$ cat src/logic/neuralPkg.sv
`default_nettype none

package neuralPkg;

	localparam int dataWidth = 16;
	localparam int inputCount = 15;
	localparam int nodeCount = 4;
	localparam int nodeLatency = 3;
	localparam int addrWidth = 5;

	// Wide enough to count every evaluation that can be inside the node pipeline.
	localparam int flightWidth = $clog2(nodeLatency + 1);

	typedef logic [dataWidth-1:0] dataWord;
	typedef dataWord [inputCount-1:0] activationArray;
	typedef dataWord [nodeCount-1:0] resultArray;

	// One row of weights per node. Products and sums wrap at 16 bits.
	localparam logic signed [dataWidth-1:0] weightTable [nodeCount][inputCount] = '{
		'{16'sd474, -16'sd361, 16'sd101, -16'sd32, 16'sd1024, -16'sd250, 16'sd409,
			-16'sd85, 16'sd292, 16'sd976, -16'sd631, 16'sd126, -16'sd582, 16'sd117,
			16'sd523},
		'{16'sd212, 16'sd87, -16'sd415, 16'sd330, -16'sd128, 16'sd761, -16'sd54,
			16'sd198, -16'sd903, 16'sd45, 16'sd377, -16'sd266, 16'sd512, -16'sd71,
			16'sd139},
		'{-16'sd97, 16'sd643, 16'sd255, -16'sd710, 16'sd64, 16'sd118, -16'sd333,
			16'sd902, -16'sd12, -16'sd487, 16'sd220, 16'sd391, 16'sd76, -16'sd645,
			16'sd301},
		'{16'sd388, -16'sd29, -16'sd540, 16'sd167, 16'sd813, -16'sd402, 16'sd96,
			-16'sd158, 16'sd705, 16'sd233, -16'sd64, -16'sd919, 16'sd450, 16'sd28,
			-16'sd276}
	};

	localparam logic signed [dataWidth-1:0] biasTable [nodeCount] = '{
		16'sd209,
		16'sd150,
		16'sd77,
		16'sd333
	};

	// Word addresses on the bus.
	localparam logic [addrWidth-1:0] inputBase = addrWidth'(0);
	localparam logic [addrWidth-1:0] controlAddr = addrWidth'(15);
	localparam logic [addrWidth-1:0] statusAddr = addrWidth'(16);
	localparam logic [addrWidth-1:0] outputBase = addrWidth'(17);

	// The last field sits at the low end, so a cast to activationArray puts ai at index i.
	typedef struct packed {
		dataWord a14;
		dataWord a13;
		dataWord a12;
		dataWord a11;
		dataWord a10;
		dataWord a9;
		dataWord a8;
		dataWord a7;
		dataWord a6;
		dataWord a5;
		dataWord a4;
		dataWord a3;
		dataWord a2;
		dataWord a1;
		dataWord a0;
	} activationVector;

	typedef struct packed {
		dataWord n3;
		dataWord n2;
		dataWord n1;
		dataWord n0;
	} layerResult;

endpackage

`default_nettype wire

$ cat src/logic/wishboneLayerPort.sv
`default_nettype none

module wishboneLayerPort (
	input logic clk,
	input logic reset,
	input logic cyc,
	input logic stb,
	input logic we,
	input logic [neuralPkg::addrWidth-1:0] adr,
	input logic [neuralPkg::dataWidth-1:0] writeData,
	output logic [neuralPkg::dataWidth-1:0] readData,
	output logic ack,
	output logic start,
	output neuralPkg::activationVector activations,
	input logic resultValid,
	input neuralPkg::layerResult results
);

	import neuralPkg::*;

	activationArray inputRegs;
	resultArray outputRegs;
	logic request;
	logic [addrWidth-1:0] inputOffset;
	logic [addrWidth-1:0] outputOffset;
	logic [$clog2(inputCount)-1:0] inputIndex;
	logic [$clog2(nodeCount)-1:0] outputIndex;
	logic inputHit;
	logic outputHit;
	dataWord readMux;
	logic done;
	logic [flightWidth-1:0] inFlight;

	// An access counts once. The cycle that carries ack is not a new request.
	assign request = cyc && stb && !ack;

	assign inputOffset = adr - inputBase;
	assign outputOffset = adr - outputBase;
	assign inputIndex = inputOffset[$clog2(inputCount)-1:0];
	assign outputIndex = outputOffset[$clog2(nodeCount)-1:0];
	assign inputHit = inputOffset < addrWidth'(inputCount);
	assign outputHit = outputOffset < addrWidth'(nodeCount);

	// Control and unmapped addresses read as zero.
	always_comb
	begin
		readMux = '0;
		if (inputHit)
			readMux = inputRegs[inputIndex];
		else if (adr == statusAddr)
			readMux = dataWord'(done);
		else if (outputHit)
			readMux = outputRegs[outputIndex];
	end

	always_ff @(posedge clk)
	begin
		if (reset)
		begin
			ack <= 1'b0;
			start <= 1'b0;
			readData <= '0;
			inputRegs <= '0;
		end
		else
		begin
			ack <= request;
			start <= request && we && adr == controlAddr;
			if (request && !we)
				readData <= readMux;
			if (request && we && inputHit)
				inputRegs[inputIndex] <= writeData;
		end
	end

	assign activations = activationVector'(inputRegs);

	// Done belongs to the newest start, so older results still in flight do not set it.
	always_ff @(posedge clk)
	begin
		if (reset)
		begin
			outputRegs <= '0;
			done <= 1'b0;
			inFlight <= '0;
		end
		else
		begin
			if (resultValid)
				outputRegs <= resultArray'(results);
			case ({start, resultValid})
				2'b10: inFlight <= inFlight + flightWidth'(1);
				2'b01: inFlight <= inFlight - flightWidth'(1);
				default: inFlight <= inFlight;
			endcase
			if (start)
				done <= 1'b0;
			else if (resultValid && inFlight == flightWidth'(1))
				done <= 1'b1;
		end
	end

endmodule

`default_nettype wire

$ cat config.mk
export PLATFORM = sky130hd
export DESIGN_NAME = wishboneLayerPort
export DESIGN_NICKNAME = d
export VERILOG_FILES = /design/src/logic/neuralPkg.sv /design/src/logic/wishboneLayerPort.sv
export SDC_FILE = /design/constraint.sdc
export NUM_CORES = 1
export LEC_CHECK = 0
export ABC_AREA = 1
export ABC_CLOCK_PERIOD_IN_PS = 3100
export BUFFER_PORTS_ARGS = -buffer_cell sky130_fd_sc_hd__buf_2
export CAP_MARGIN = 20
export CORE_MARGIN = 8
export CORE_UTILIZATION = 54
export DETAILED_ROUTE_END_ITERATION = 6
export PLACE_DENSITY = 0.8
export SYNTH_ARGS = -nofsm -noshare
export SYNTH_HDL_FRONTEND = slang
export SYNTH_SLANG_ARGS = --single-unit
$ cat constraint.sdc
create_clock -name clk -period 3.1 [get_ports clk]
set_input_delay 0.62 -clock clk [delete_from_list [all_inputs] [get_ports clk]]
set_output_delay 0.62 -clock clk [all_outputs]
set_load 0.01 [all_outputs]
After elaboration in Yosys (flattened, before gate mapping)
Cells that the tools add are included.
{"block": "op_classes", "addsub": 3, "magnitude_cmp": 5, "n_eq_ne": 5, "muxes": 11, "n_reduce_logical": 12}
{"cell": "$bwmux W240", "n": 1}
{"cell": "$mux W16", "n": 6}
{"cell": "$bmux W16 S4", "n": 1}
{"cell": "$demux W16 S4", "n": 1}
{"cell": "$bmux W16 S2", "n": 1}
{"cell": "$logic_and A1 B1 Y1", "n": 8}
{"cell": "$eq A5 B4 Y1 const B", "n": 1}
{"cell": "$eq A5 B5 Y1 const B", "n": 1}
{"cell": "$lt A4 B5 Y1 const B", "n": 1}
{"cell": "$lt A5 B3 Y1 const B", "n": 1}
{"cell": "$lt A5 B4 Y1 const B", "n": 1}
{"cell": "$sub A5 B5 Y5 const B", "n": 1}
{"cell": "$eq A2 B1 Y1 const B", "n": 2}
{"cell": "$ge A4 B1 Y1 const B", "n": 1}
{"cell": "$pmux W2 S2", "n": 1}
{"cell": "$lt A2 B3 Y1 const B", "n": 1}
{"cell": "$add A2 B1 Y2 const B", "n": 1}
{"cell": "$eq A2 B2 Y1 const B", "n": 1}
{"cell": "$logic_not A1 Y1", "n": 2}
{"cell": "$reduce_bool A2 Y1", "n": 1}
{"cell": "$reduce_or A2 Y1", "n": 1}
{"cell": "$sub A2 B1 Y2 const B", "n": 1}
{"block": "totals", "reg_bits": 325, "input_bits": 91, "out_inout_bits": 258}

Logic depth before layout (Yosys ltp)
Gate-level depths: netlist of run 1.
{"block": "depth", "depth_word": 6, "depth_mapped": 13, "depth_no_buf": 10}

Least setup slack after synthesis of run 1
No wires, ideal clock.
{"block": "synth_path", "kind": "in2reg", "from": "input port adr[1] in the netlist's numbering", "to": "register readData[10] in the netlist's numbering", "setup_time_ns": 0.122, "arrival_time_ns": 2.236, "required_time_ns": 2.978, "path_slack_ns": 0.743, "path_stages": 12, "path_buffers": 3, "path_cell_list": "buf_2 -> clkinv_1 -> clkbuf_1 -> ha_1 -> nand2_1 -> nor3_1 -> nor2_4 -> buf_2 -> nand3_1 -> nand2_1 -> inv_1 -> a21oi_1"}
{"block": "synth_between", "elab_chain_cells": 6, "word_cells_on_any_way": 11, "cone_classes": "add/sub: 1; order compare: 2; eq/ne: 1; mux: 7"}
{"item": "start, declared", "line": "wishboneLayerPort.sv:9", "rtl": "input logic [neuralPkg::addrWidth-1:0] adr,"}
{"item": "parallel branches: the longest is 5 deep, another holds $sub A5 B5 Y5"}
{"item": "$mux W16 (*)", "line": "wishboneLayerPort.sv:48", "rtl": "if (inputHit)"}
{"item": "end signal, assigned", "line": "wishboneLayerPort.sv:70", "rtl": "readData <= readMux;"}
{"item": "end, declared", "line": "wishboneLayerPort.sv:11", "rtl": "output logic [neuralPkg::dataWidth-1:0] readData,"}
Mark *: on every way between the ends. The select of a mux whose other input is x is not followed.
A chain may end at the register's enable or synchronous reset.

Worst setup path after layout of run 1
{"block": "layout_path", "from": "input port adr[1] in the netlist's numbering", "to": "register readData[13] in the netlist's numbering"}
Same word-level chain as after synthesis.

==> results of run 1 <==
[Yosys cell counts]
cell	count	area share (%)
nand3_1	41	1.4
o211ai_1	75	3.8
nor4_1	1	0.042
nor2_1	131	3.3
inv_1	271	6.8
nor2_4	2	0.15
clkbuf_1	89	2.2
nand3_2	1	0.067
a21oi_1	339	11
buf_1	3	0.076
nand3_4	7	0.82
nor2_2	3	0.13
nor2_8	3	0.40
nor3_4	1	0.11
buf_2	44	1.5
ha_1	7	0.59
nand2_1	262	6.6
o21ai_0	296	10
inv_6	1	0.059
xnor2_1	1	0.059
dfxtp_1	325	44
nor3_1	1	0.034
buf_4	14	0.71
nand2_8	1	0.13
clkinv_1	2	0.051
xor2_1	1	0.059
buf_6	20	1.5
inv_2	5	0.13
o21ai_1	101	3.4
nand2_4	9	0.68
[report_power, final]
group	leakage, uW	switching [uW]	total, uW	internal (uW)
registers	0.00264	50.4	4310	4260
clock network	0.000610	1700	4470	2770
logic	0.00478	635	905	269
[final timing paths]
| kind | slack (ns) | end | startpoint |
|---|---|---|---|
| worst min-delay path | 0.33 | outputRegs[17]$_SDFFE_PP0P_ | results[17] |
| worst min register to register | 0.46 | activations[139]$_SDFFE_PP0P_ | activations[139]$_SDFFE_PP0P_ |
| worst max-delay path | 0.88 | readData[13]$_SDFFE_PP0P_ | adr[1] |
| worst max register to register | 1.04 | activations[64]$_SDFFE_PP0P_ | ack$_SDFF_PP0_ |
[routing by layer]
metal  GRT usage (%)  share of wire (%)  vias to the layer above
li1                -                  -                     7238
met1            39.3                 40                     6903
met2            48.3                 44                      940
met3            7.19                 10                      202
met4            18.3                6.2                        4
met5               0              0.039                        -
[sequential cells by signal, indices dropped and copies added, names as in the netlist]
register / flops
readData: 16
start: 1
inFlight: 2
outputRegs: 64
done: 1
ack: 1
activations: 240
[final cells by class]
type,instances,area share [%]
flip-flops and latches,325,36.9
multi-input cells,1283,36.4
repair buffers,372,11.3
inverters,279,6.00
clock buffers,50,5.98
well taps,341,2.42
clock inverters,10,0.994
diodes,1,0.0142
[through the flow]
step	hold WS, ns	utilization (%)	cells	total power, uW
2_1_floorplan	0.434	-	2057	4950
3_3_place_gp	0.443	60.7	2600	5260
3_5_place_dp	0.445	60.7	2600	5270
4_1_cts	0.321	65.2	2660	9680
5_1_grt	0.333	65.2	2661	9940
6_report	0.327	65.2	2661	9690
[critical path, cell delays in order]
cell and delay (ns):
buf_4 0.23, buf_4 0.60, a21oi_1 0.08, o21ai_0 0.15
nand2_1 0.11, nand2_1 0.09, nand2_1 0.09, o21ai_0 0.43
a21oi_1 0.12
[cell families after synthesis]
group / after synthesis
xor gates and xnor gates: 2
AOI/OAI and AO/OA: 811
adders and majority gates: 7
buffers and inverters: 449
DFF: 325
and+or+nand+nor: 463
==> summary.md, run 1 <==
| Metric | Value |
|---|---|
| Final instance area | 17600 um2 |
| Die width | ~180 um |
| Final Hold Vio Count | 0 |
| DP Wirelength | 38.2 mm |
| Outcome | finished, final reports clean |
| GR Util All Layers | 31.2% |
| Commonest cells after routing, fill and taps aside | buf_2 (346), a21oi_1 (339), dfxtp_1 (325) |
| Layout Nets | 2394 |
| Dpl ws | roughly 0.46 ns |
| Min cycle time layout | 2.22 ns |
| Initial cell density of the core | 55.0% |
| Max frequency | 450 MHz |
| Post-synthesis net count | 2155 |
| Setup WS post-layout | 0.875 ns |
| WL/cell | 20.5 um |
| Core region area | between 20000 and 30000 um2 |
| # hold bufs at CTS | 0 |
| Die Footprint | 33100 um2 |
| Main combinational cell family by area after synthesis | compound AO/OA/AOI/OAI gates |
| Final setup fails | 0 |
| Compound-cell area share of the yosys netlist | between 20% and 30% |
| Synthesis Warnings | 0 |
| Boundary Pins | between 300 and 400 |
| Core Rows | 60 |
| RSZ-0062 raised after global routing | false |
| Port Buffers | 348 |
| Clock transition at path regs | 0.06 ns |
| Layout cells sized above 1 | between 15 and 20% |
| Max_cap viols | 0 |
| Fraction of the mapped netlist area in simple logic gates | 13.9% |
| Setup bufs post-CTS | 0 |
| Power per standard cell area | 549 nW/um2 |
| # fillers | 2387 |
| Gpl congestion | 0.930 |
| Post-route ant nets | 0 |
| Setup Skew | 0.00819 ns |
| Critical path endpoint category | flop |
| Cell Area, Synth | around 15000 um2 |
| Antenna violations before repair | 3 |
| Critical path launch point type | input pin |
| Post-synthesis adder-cell area fraction | 0.589% |
| Syn avg cell area | 7.23 um2 |
| Number of global-route vias before repair | 14200 |
| Total wire length | approximately 55 mm |
| DRC Markers | 0 |
| CTS buffer count | 35 |
| Reg area | 6510 um2 |
| First-pass GRT wire length | just over 80 mm |
| Synth cell types | 30 |
| Area Growth Syn to Fin | 18.6% |
| HP Class | input pin to flop |
| Initial DRC count | ~1800 |
| # clock sinks | between 300 and 400 |
| Data arrival time of the worst path | roughly 2.6 ns |
| Largest net degree at the start of global routing | 120 |
| Setup TNS | 0 ns |
| Clock root buffer | clkbuf_16 |
| CTS tree | built |
| Vias post-DR | roughly 15000 |
| Max Slew Vio Count | 0 |
| R2R depth | 8 |
| First-pass DRT Iterations | 6 |
| Clk Latency, worst-skew pair | between 0.5 and 0.6 ns |
| Dpl cell area | 16400 um2 |
| Mux cell area share after synthesis | 0% |
| Seq/Total Area, Yosys | between 40% and 50% |
| Die height | 182 um |
| Grt ovf | 0 |
| DR vias/cell | roughly 5.7 |
| Footprint of the multi-input gates | 6410 um2 |
| Post-synthesis cell count | 2057 |
| XOR/XNOR share of the synthesized area | 0.118% |
| Leakage Power | about 0.008 uW |
| Htree depth | 2 |
| Slew @ Worst Pin | 0.833 ns |
| CP required | about 3.5 ns |
| #FFs+latches synth | 325 |
| Commonest non-fill, non-tap cell in the layout | buf_2 |
| Clock buffer depth | 3 |
| Setup Crit Path Kind | input pin to flop |
| Rel. slew slack | 44.5% |
| Critical Path Fanout Max | 61 |
| Resized Gates After CTS | 0 |
| Min-Delay Path Depth | 3 |
| Final period utilization | 71.8% |
| Peak supply drop | 0.404 mV |
Note: power is estimated with default switching activity, not from simulation.
==> run 2: changes to the inputs <==
Settings changed: ABC_CLOCK_PERIOD_IN_PS 3100 to 2350.
Clock period 3.1 ns to 2.35 ns, I/O delays scaled along.
==> run 2 against run 1 <==
Effect of this change:
- combinational power rose by 37%
- worst hold slack worse by 0.15 ns
- worst setup slack got worse by 0.47 ns
- clock skew is 0.0035 ns higher
- cell count increased by 1.0%
- flip-flop and latch count is the same
- core utilization grew 0.86 points
- final area is 1.3% higher
- first-iteration DRC count shrank 1.6%
- largest cell class unchanged
==> summary.md, run 2 (synthesized netlist as in run 1, its figures left out) <==
| Metric | Value |
|---|---|
| Clock root buffer | clkbuf_16 |
| Area Growth Syn to Fin | 20.1% |
| Setup bufs post-CTS | 0 |
| Antenna violations before repair | 4 |
| Boundary Pins | ~350 |
| Peak supply drop | roughly 0.56 mV |
| Layout Nets | 2418 |
| Final Hold Vio Count | 0 |
| Die Footprint | 33100 um2 |
| Power per standard cell area | 696 nW/um2 |
| Number of global-route vias before repair | 14000 |
| Placed cell count | about 2600 |
| Critical Path Fanout Max | 30 |
| Initial cell density of the core | 55.0% |
| Die width | about 180 um |
| Min-Delay Path Depth | 3 |
| CP required | 2.74 ns |
| RSZ-0062 raised after global routing | false |
| Htree depth | 2 |
| Setup Crit Path Kind | flop to flop |
| # hold bufs at CTS | 0 |
| # clock sinks | 325 |
| Max frequency | 513 MHz |
| Outcome | finished, final reports clean |
| Post-route ant nets | 0 |
| First-pass DRT Iterations | 5 |
| GR Util All Layers | 30.7% |
| DRC Markers | 0 |
| Rel. slew slack | 59.4% |
| Non-filler cells, final | 2688 |
| First-pass GRT wire length | slightly above 80 mm |
| Resized Gates After CTS | 0 |
| Data arrival time of the worst path | ~2.3 ns |
| Commonest non-fill, non-tap cell in the layout | buf_2 |
| Leakage Power | 0.00815 uW |
| Vias post-DR | 15200 |
| # fillers | 2425 |
| Max reg flops | 240 |
| Die height | 182 um |
| CTS tree | built |
| Max_cap viols | 0 |
| R2R depth | 8 |
| Commonest cells after routing, fill and taps aside | buf_2 (346), a21oi_1 (339), dfxtp_1 (325) |
| Core region area | 27000 um2 |
| Clock transition at path regs | 0.06 ns |
| Critical path launch point type | flop |
| Setup Skew | 0.0117 ns |
| Grt ovf | 0 |
| DP Wirelength | 38.2 mm |
| Max Slew Vio Count | 0 |
| Total wire length | 53.8 mm |
| Port Buffers | 348 |
| Core Rows | 60 |
| Final period utilization | 82.9% |
| Clock buffer depth | 3 |
| DR vias/cell | around 5.7 |
| Gpl congestion | 0.920 |
| Setup TNS | 0 ns |
| Largest net degree at the start of global routing | 83 |
| Clk Latency, worst-skew pair | 0.51 ns |
| Critical path endpoint category | flop |
| CTS buffer count | 35 |
| Layout cells sized above 1 | 20.5% |
| HP Class | input pin to flop |
| Slew @ Worst Pin | 0.609 ns |
| Final setup fails | 0 |
| Min cycle time layout | slightly below 2 ns |
| Initial DRC count | 1755 |
| WL/cell | 20.0 um |
## run 2: cell types whose count changed in the layout (fill, tap and decap cells not counted)
cell	before	now
clkbuf_1	5	12
buf_12	5	16
bufinv_16	5	2
buf_4	20	33
clkbuf_8	8	6
clkinv_2	5	6
## run 2: metrics by stage
stage | total power (uW) | util, % | instance area (um2) | setup WS (ns) | hold slack (ns)
2_1_floorplan | 6520 | - | 14900 | 0.143 | 0.434
3_3_place_gp | 6980 | 61.9 | 16700 | 0.0646 | 0.443
3_5_place_dp | 7010 | 61.9 | 16700 | 0.0619 | 0.449
4_1_cts | 12400 | 66.1 | 17900 | 0.429 | 0.171
5_1_grt | 12800 | 66.1 | 17900 | 0.303 | 0.176
6_report | 12400 | 66.1 | 17900 | 0.401 | 0.178
## run 2: where the power goes
group / leakage [uW] / switching (uW) / total [uW] / internal [uW]
clock: 0.000565 / 2200 / 5500 / 3300
combinational: 0.00495 / 844 / 1240 / 393
sequential: 0.00264 / 63.9 / 5680 / 5620
## run 2: path summary, 6_finish.rpt
path                                start                            end  slack [ns]
max                        ack$_SDFF_PP0_  activations[125]$_SDFFE_PP0P_        0.40
min                           results[30]    outputRegs[30]$_SDFFE_PP0P_        0.18
max reg2reg                ack$_SDFF_PP0_  activations[125]$_SDFFE_PP0P_        0.40
min reg2reg  activations[98]$_SDFFE_PP0P_   activations[98]$_SDFFE_PP0P_        0.46
## run 2: layer usage
layer,up-vias,part of all wire (%),global-route usage (%)
met1,6901,39,38.3
met3,149,11,7.01
met2,839,45,49.1
li1,7308,-,-
met4,6,5.3,15.9
met5,-,0.061,0
## run 2: final cells by class
| type | count | area, um2 | area share [%] |
|---|---|---|---|
| Multi-Input combinational cell | 1283 | 6410 | 35.9 |
| Inverter | 279 | 1060 | 5.92 |
| Clock inverter | 8 | 90.1 | 0.504 |
| Sequential cell | 325 | 6510 | 36.4 |
| Antenna cell | 1 | 2.50 | 0.0140 |
| Tap cell | 341 | 427 | 2.39 |
| Clock buffer | 55 | 1050 | 5.90 |
| Timing Repair Buffer | 396 | 2310 | 12.9 |
## run 2: critical path, cell delays in order (launching register included)
cell and delay (ns):
dfxtp_1 0.33, inv_1 0.07, nand3_2 0.15, nor3_4 0.28, nand2_8 0.13, inv_6 0.17, nand3_4 0.30, o21ai_0 0.31
a21oi_1 0.07
==> run 3: changes to the inputs <==
Settings changed: ABC_CLOCK_PERIOD_IN_PS 2350 to 1600, CORE_UTILIZATION 54 to 49, PLACE_DENSITY 0.8 to 0.77.
Clock period 2.35 ns to 1.6 ns, I/O delays scaled along.
==> run 3 against run 2 <==
Effect of this change:
- the run now ends with negative setup slack left
- flip-flop and latch count stayed put
- worst setup slack worse by 0.53 ns
- clock power is 64% higher
- routed wire length is 13% higher
- via count is 7.7% higher
- first-iteration DRC count is 0.68% higher
- combinational power is 84% higher
- clock skew is 0.011 ns higher
- clock-buffer cell count is 3 lower
==> summary.md, run 3 (synthesized netlist as in run 1, its figures left out) <==
| Metric | Value |
|---|---|
| Setup Skew | 0.0229 ns |
| Min-Delay Path Depth | 3 |
| R2R depth | 9 |
| CTS tree | built |
| Die width | roughly 190 um |
| Initial cell density of the core | about half |
| Logic gate share of total power | 11.6% |
| Peak supply drop | ~0.7 mV |
| Power per standard cell area | 975 nW/um2 |
| DRC Markers | 0 |
| Failing checks | negative setup slack |
| DP Wirelength | 40.8 mm |
| Commonest non-fill, non-tap cell in the layout | buf_2 |
| Clock network power share | 45.9% |
| CP required | 2.01 ns |
| Vias post-DR | 16400 |
| Max frequency | 579 MHz |
| Total wire length | 60.9 mm |
| Internal Pwr Total | 14600 uW |
| Max_cap viols | 0 |
| Gpl congestion | 0.976 |
| Reg area | ~6500 um2 |
| DR vias/cell | 5.77 |
| Final core occ | between 60 and 70% |
| Sw frac | 25.6% |
| Outcome | finished with violations |
| Slew @ Worst Pin | 0.685 ns |
| Max Slew Vio Count | 0 |
| Rel. slew slack | 54.3% |
| # clock sinks | about 330 |
| Initial DRC count | ~1800 |
| Die Footprint | between 30000 and 40000 um2 |
| Critical Path Fanout Max | 8 |
| Htree depth | 2 |
| First-pass DRT Iterations | 6 |
| Min cycle time layout | approximately 1.7 ns |
| Final setup fails | between 150 and 200 |
| Layout Nets | about 2500 |
| Leakage Power | 0.00885 uW |
| Final period utilization | 108% |
| Footprint of the multi-input gates | 7440 um2 |
| Critical path launch point type | flop |
| # fillers | 2410 |
| Area Growth Syn to Fin | 35.2% |
| Layout cells sized above 1 | 30.6% |
| CTS buffer count | 37 |
| Clk Latency, worst-skew pair | 0.53 ns |
| Core region area | 29800 um2 |
| Clock transition at path regs | 0.06 ns |
| Non-filler cells, final | around 2800 |
| RSZ-0062 raised after global routing | true |
| Core Rows | 63 |
| Boundary Pins | 349 |
| Setup WS post-layout | -0.126 ns |
| Psw | 5010 uW |
| Commonest cells after routing, fill and taps aside | buf_2 (346), dfxtp_1 (324), a21oi_1 (298) |
| Die height | 190 um |
| Port Buffers | 348 |
| GR Util All Layers | a little under a third |
| WL/cell | roughly 21 um |
| Final Hold Vio Count | 0 |
| Max reg flops | 240 |
| Clock buffer depth | 3 |
| Largest net degree at the start of global routing | 99 |
| Placed cell count | about 2700 |
| Clock root buffer | clkbuf_16 |
| Post-route ant nets | 0 |
| Data arrival time of the worst path | 2.14 ns |
| Setup Crit Path Kind | flop to flop |
| Antenna violations before repair | 3 |
| Grt ovf | 0 |
| Seq pwr share | 42.5% |
| # hold bufs at CTS | 0 |
| Number of global-route vias before repair | around 15000 |
| Critical path endpoint category | flop |
| HP Class | input pin to flop |
| First-pass GRT wire length | 87.9 mm |
[run 3: layout make-up]
class / count / area share (%)
inverter: 279 / 5.34
timing repair buffer: 479 / 16.4
antenna: 3 / 0.0373
sequential: 325 / 32.4
clock buffer: 52 / 5.39
multi-input combinational: 1299 / 37.0
tap: 390 / 2.43
clock inverter: 11 / 1.01
[run 3: what timing repair did]
item / in CTS / in global routing
buffers inserted: 14 / 3
cloned: 12 / 8
pin swaps: 14 / 27
resized for setup: 143 / 176
setup endpoints to repair: 214 / 256
[run 3: routing by layer]
layer  vias up  global-route usage [%]  wire length (um)
li1       7547                       -                 -
met1      7524                    36.5             22000
met2      1041                    48.9             27300
met3       254                    9.08              7370
met4         2                    18.3              4160
met5         -                       0                13
[run 3: stage by stage]
stage | area (um2) | setup TNS, ns | power (uW) | hold slack [ns] | setup slack (ns)
detailed placement | 17500 | -57.62 | 10500 | 0.449 | -0.413
floorplan | 15000 | -0.0597 | 9640 | 0.397 | -0.00870
global placement | 17500 | -50.78 | 10400 | 0.444 | -0.432
CTS | 19500 | -22.80 | 19400 | 0.0157 | -0.165
global route | 20100 | -26.31 | 20100 | 0.0261 | -0.233
finish | 20100 | -7.54 | 19600 | 0.0231 | -0.126
[run 3: power by group through the flow]
| stage | Clock [uW] | Combinational (uW) | Sequential [uW] |
|---|---|---|---|
| finish | 9000 | 2280 | 8340 |
| global route | 9360 | 2420 | 8350 |
| CTS | 9000 | 2090 | 8330 |
| detailed placement | 0 | 1970 | 8510 |
| global placement | 0 | 1940 | 8510 |
| floorplan | 0 | 1130 | 8510 |
[run 3: worst paths after layout]
kind,to,startpoint,slack (ns)
hold reg to reg,outputRegs[45]$_SDFFE_PP0P_,outputRegs[45]$_SDFFE_PP0P_,0.46
setup reg to reg,activations[91]$_SDFFE_PP0P_,ack$_SDFF_PP0_,-0.13
hold / removal,outputRegs[50]$_SDFFE_PP0P_,results[50],0.02
setup / recovery,activations[91]$_SDFFE_PP0P_,ack$_SDFF_PP0_,-0.13
[run 3: critical path, stage by stage (launching register included)]
cell and delay [ns]:
dfxtp_2 0.32, inv_2 0.06, nand3_4 0.07, nor3_4 0.27
nand2_8 0.13, nor2_8 0.22, buf_4 0.18, nand2_4 0.09
o21ai_1 0.23, a21oi_2 0.06
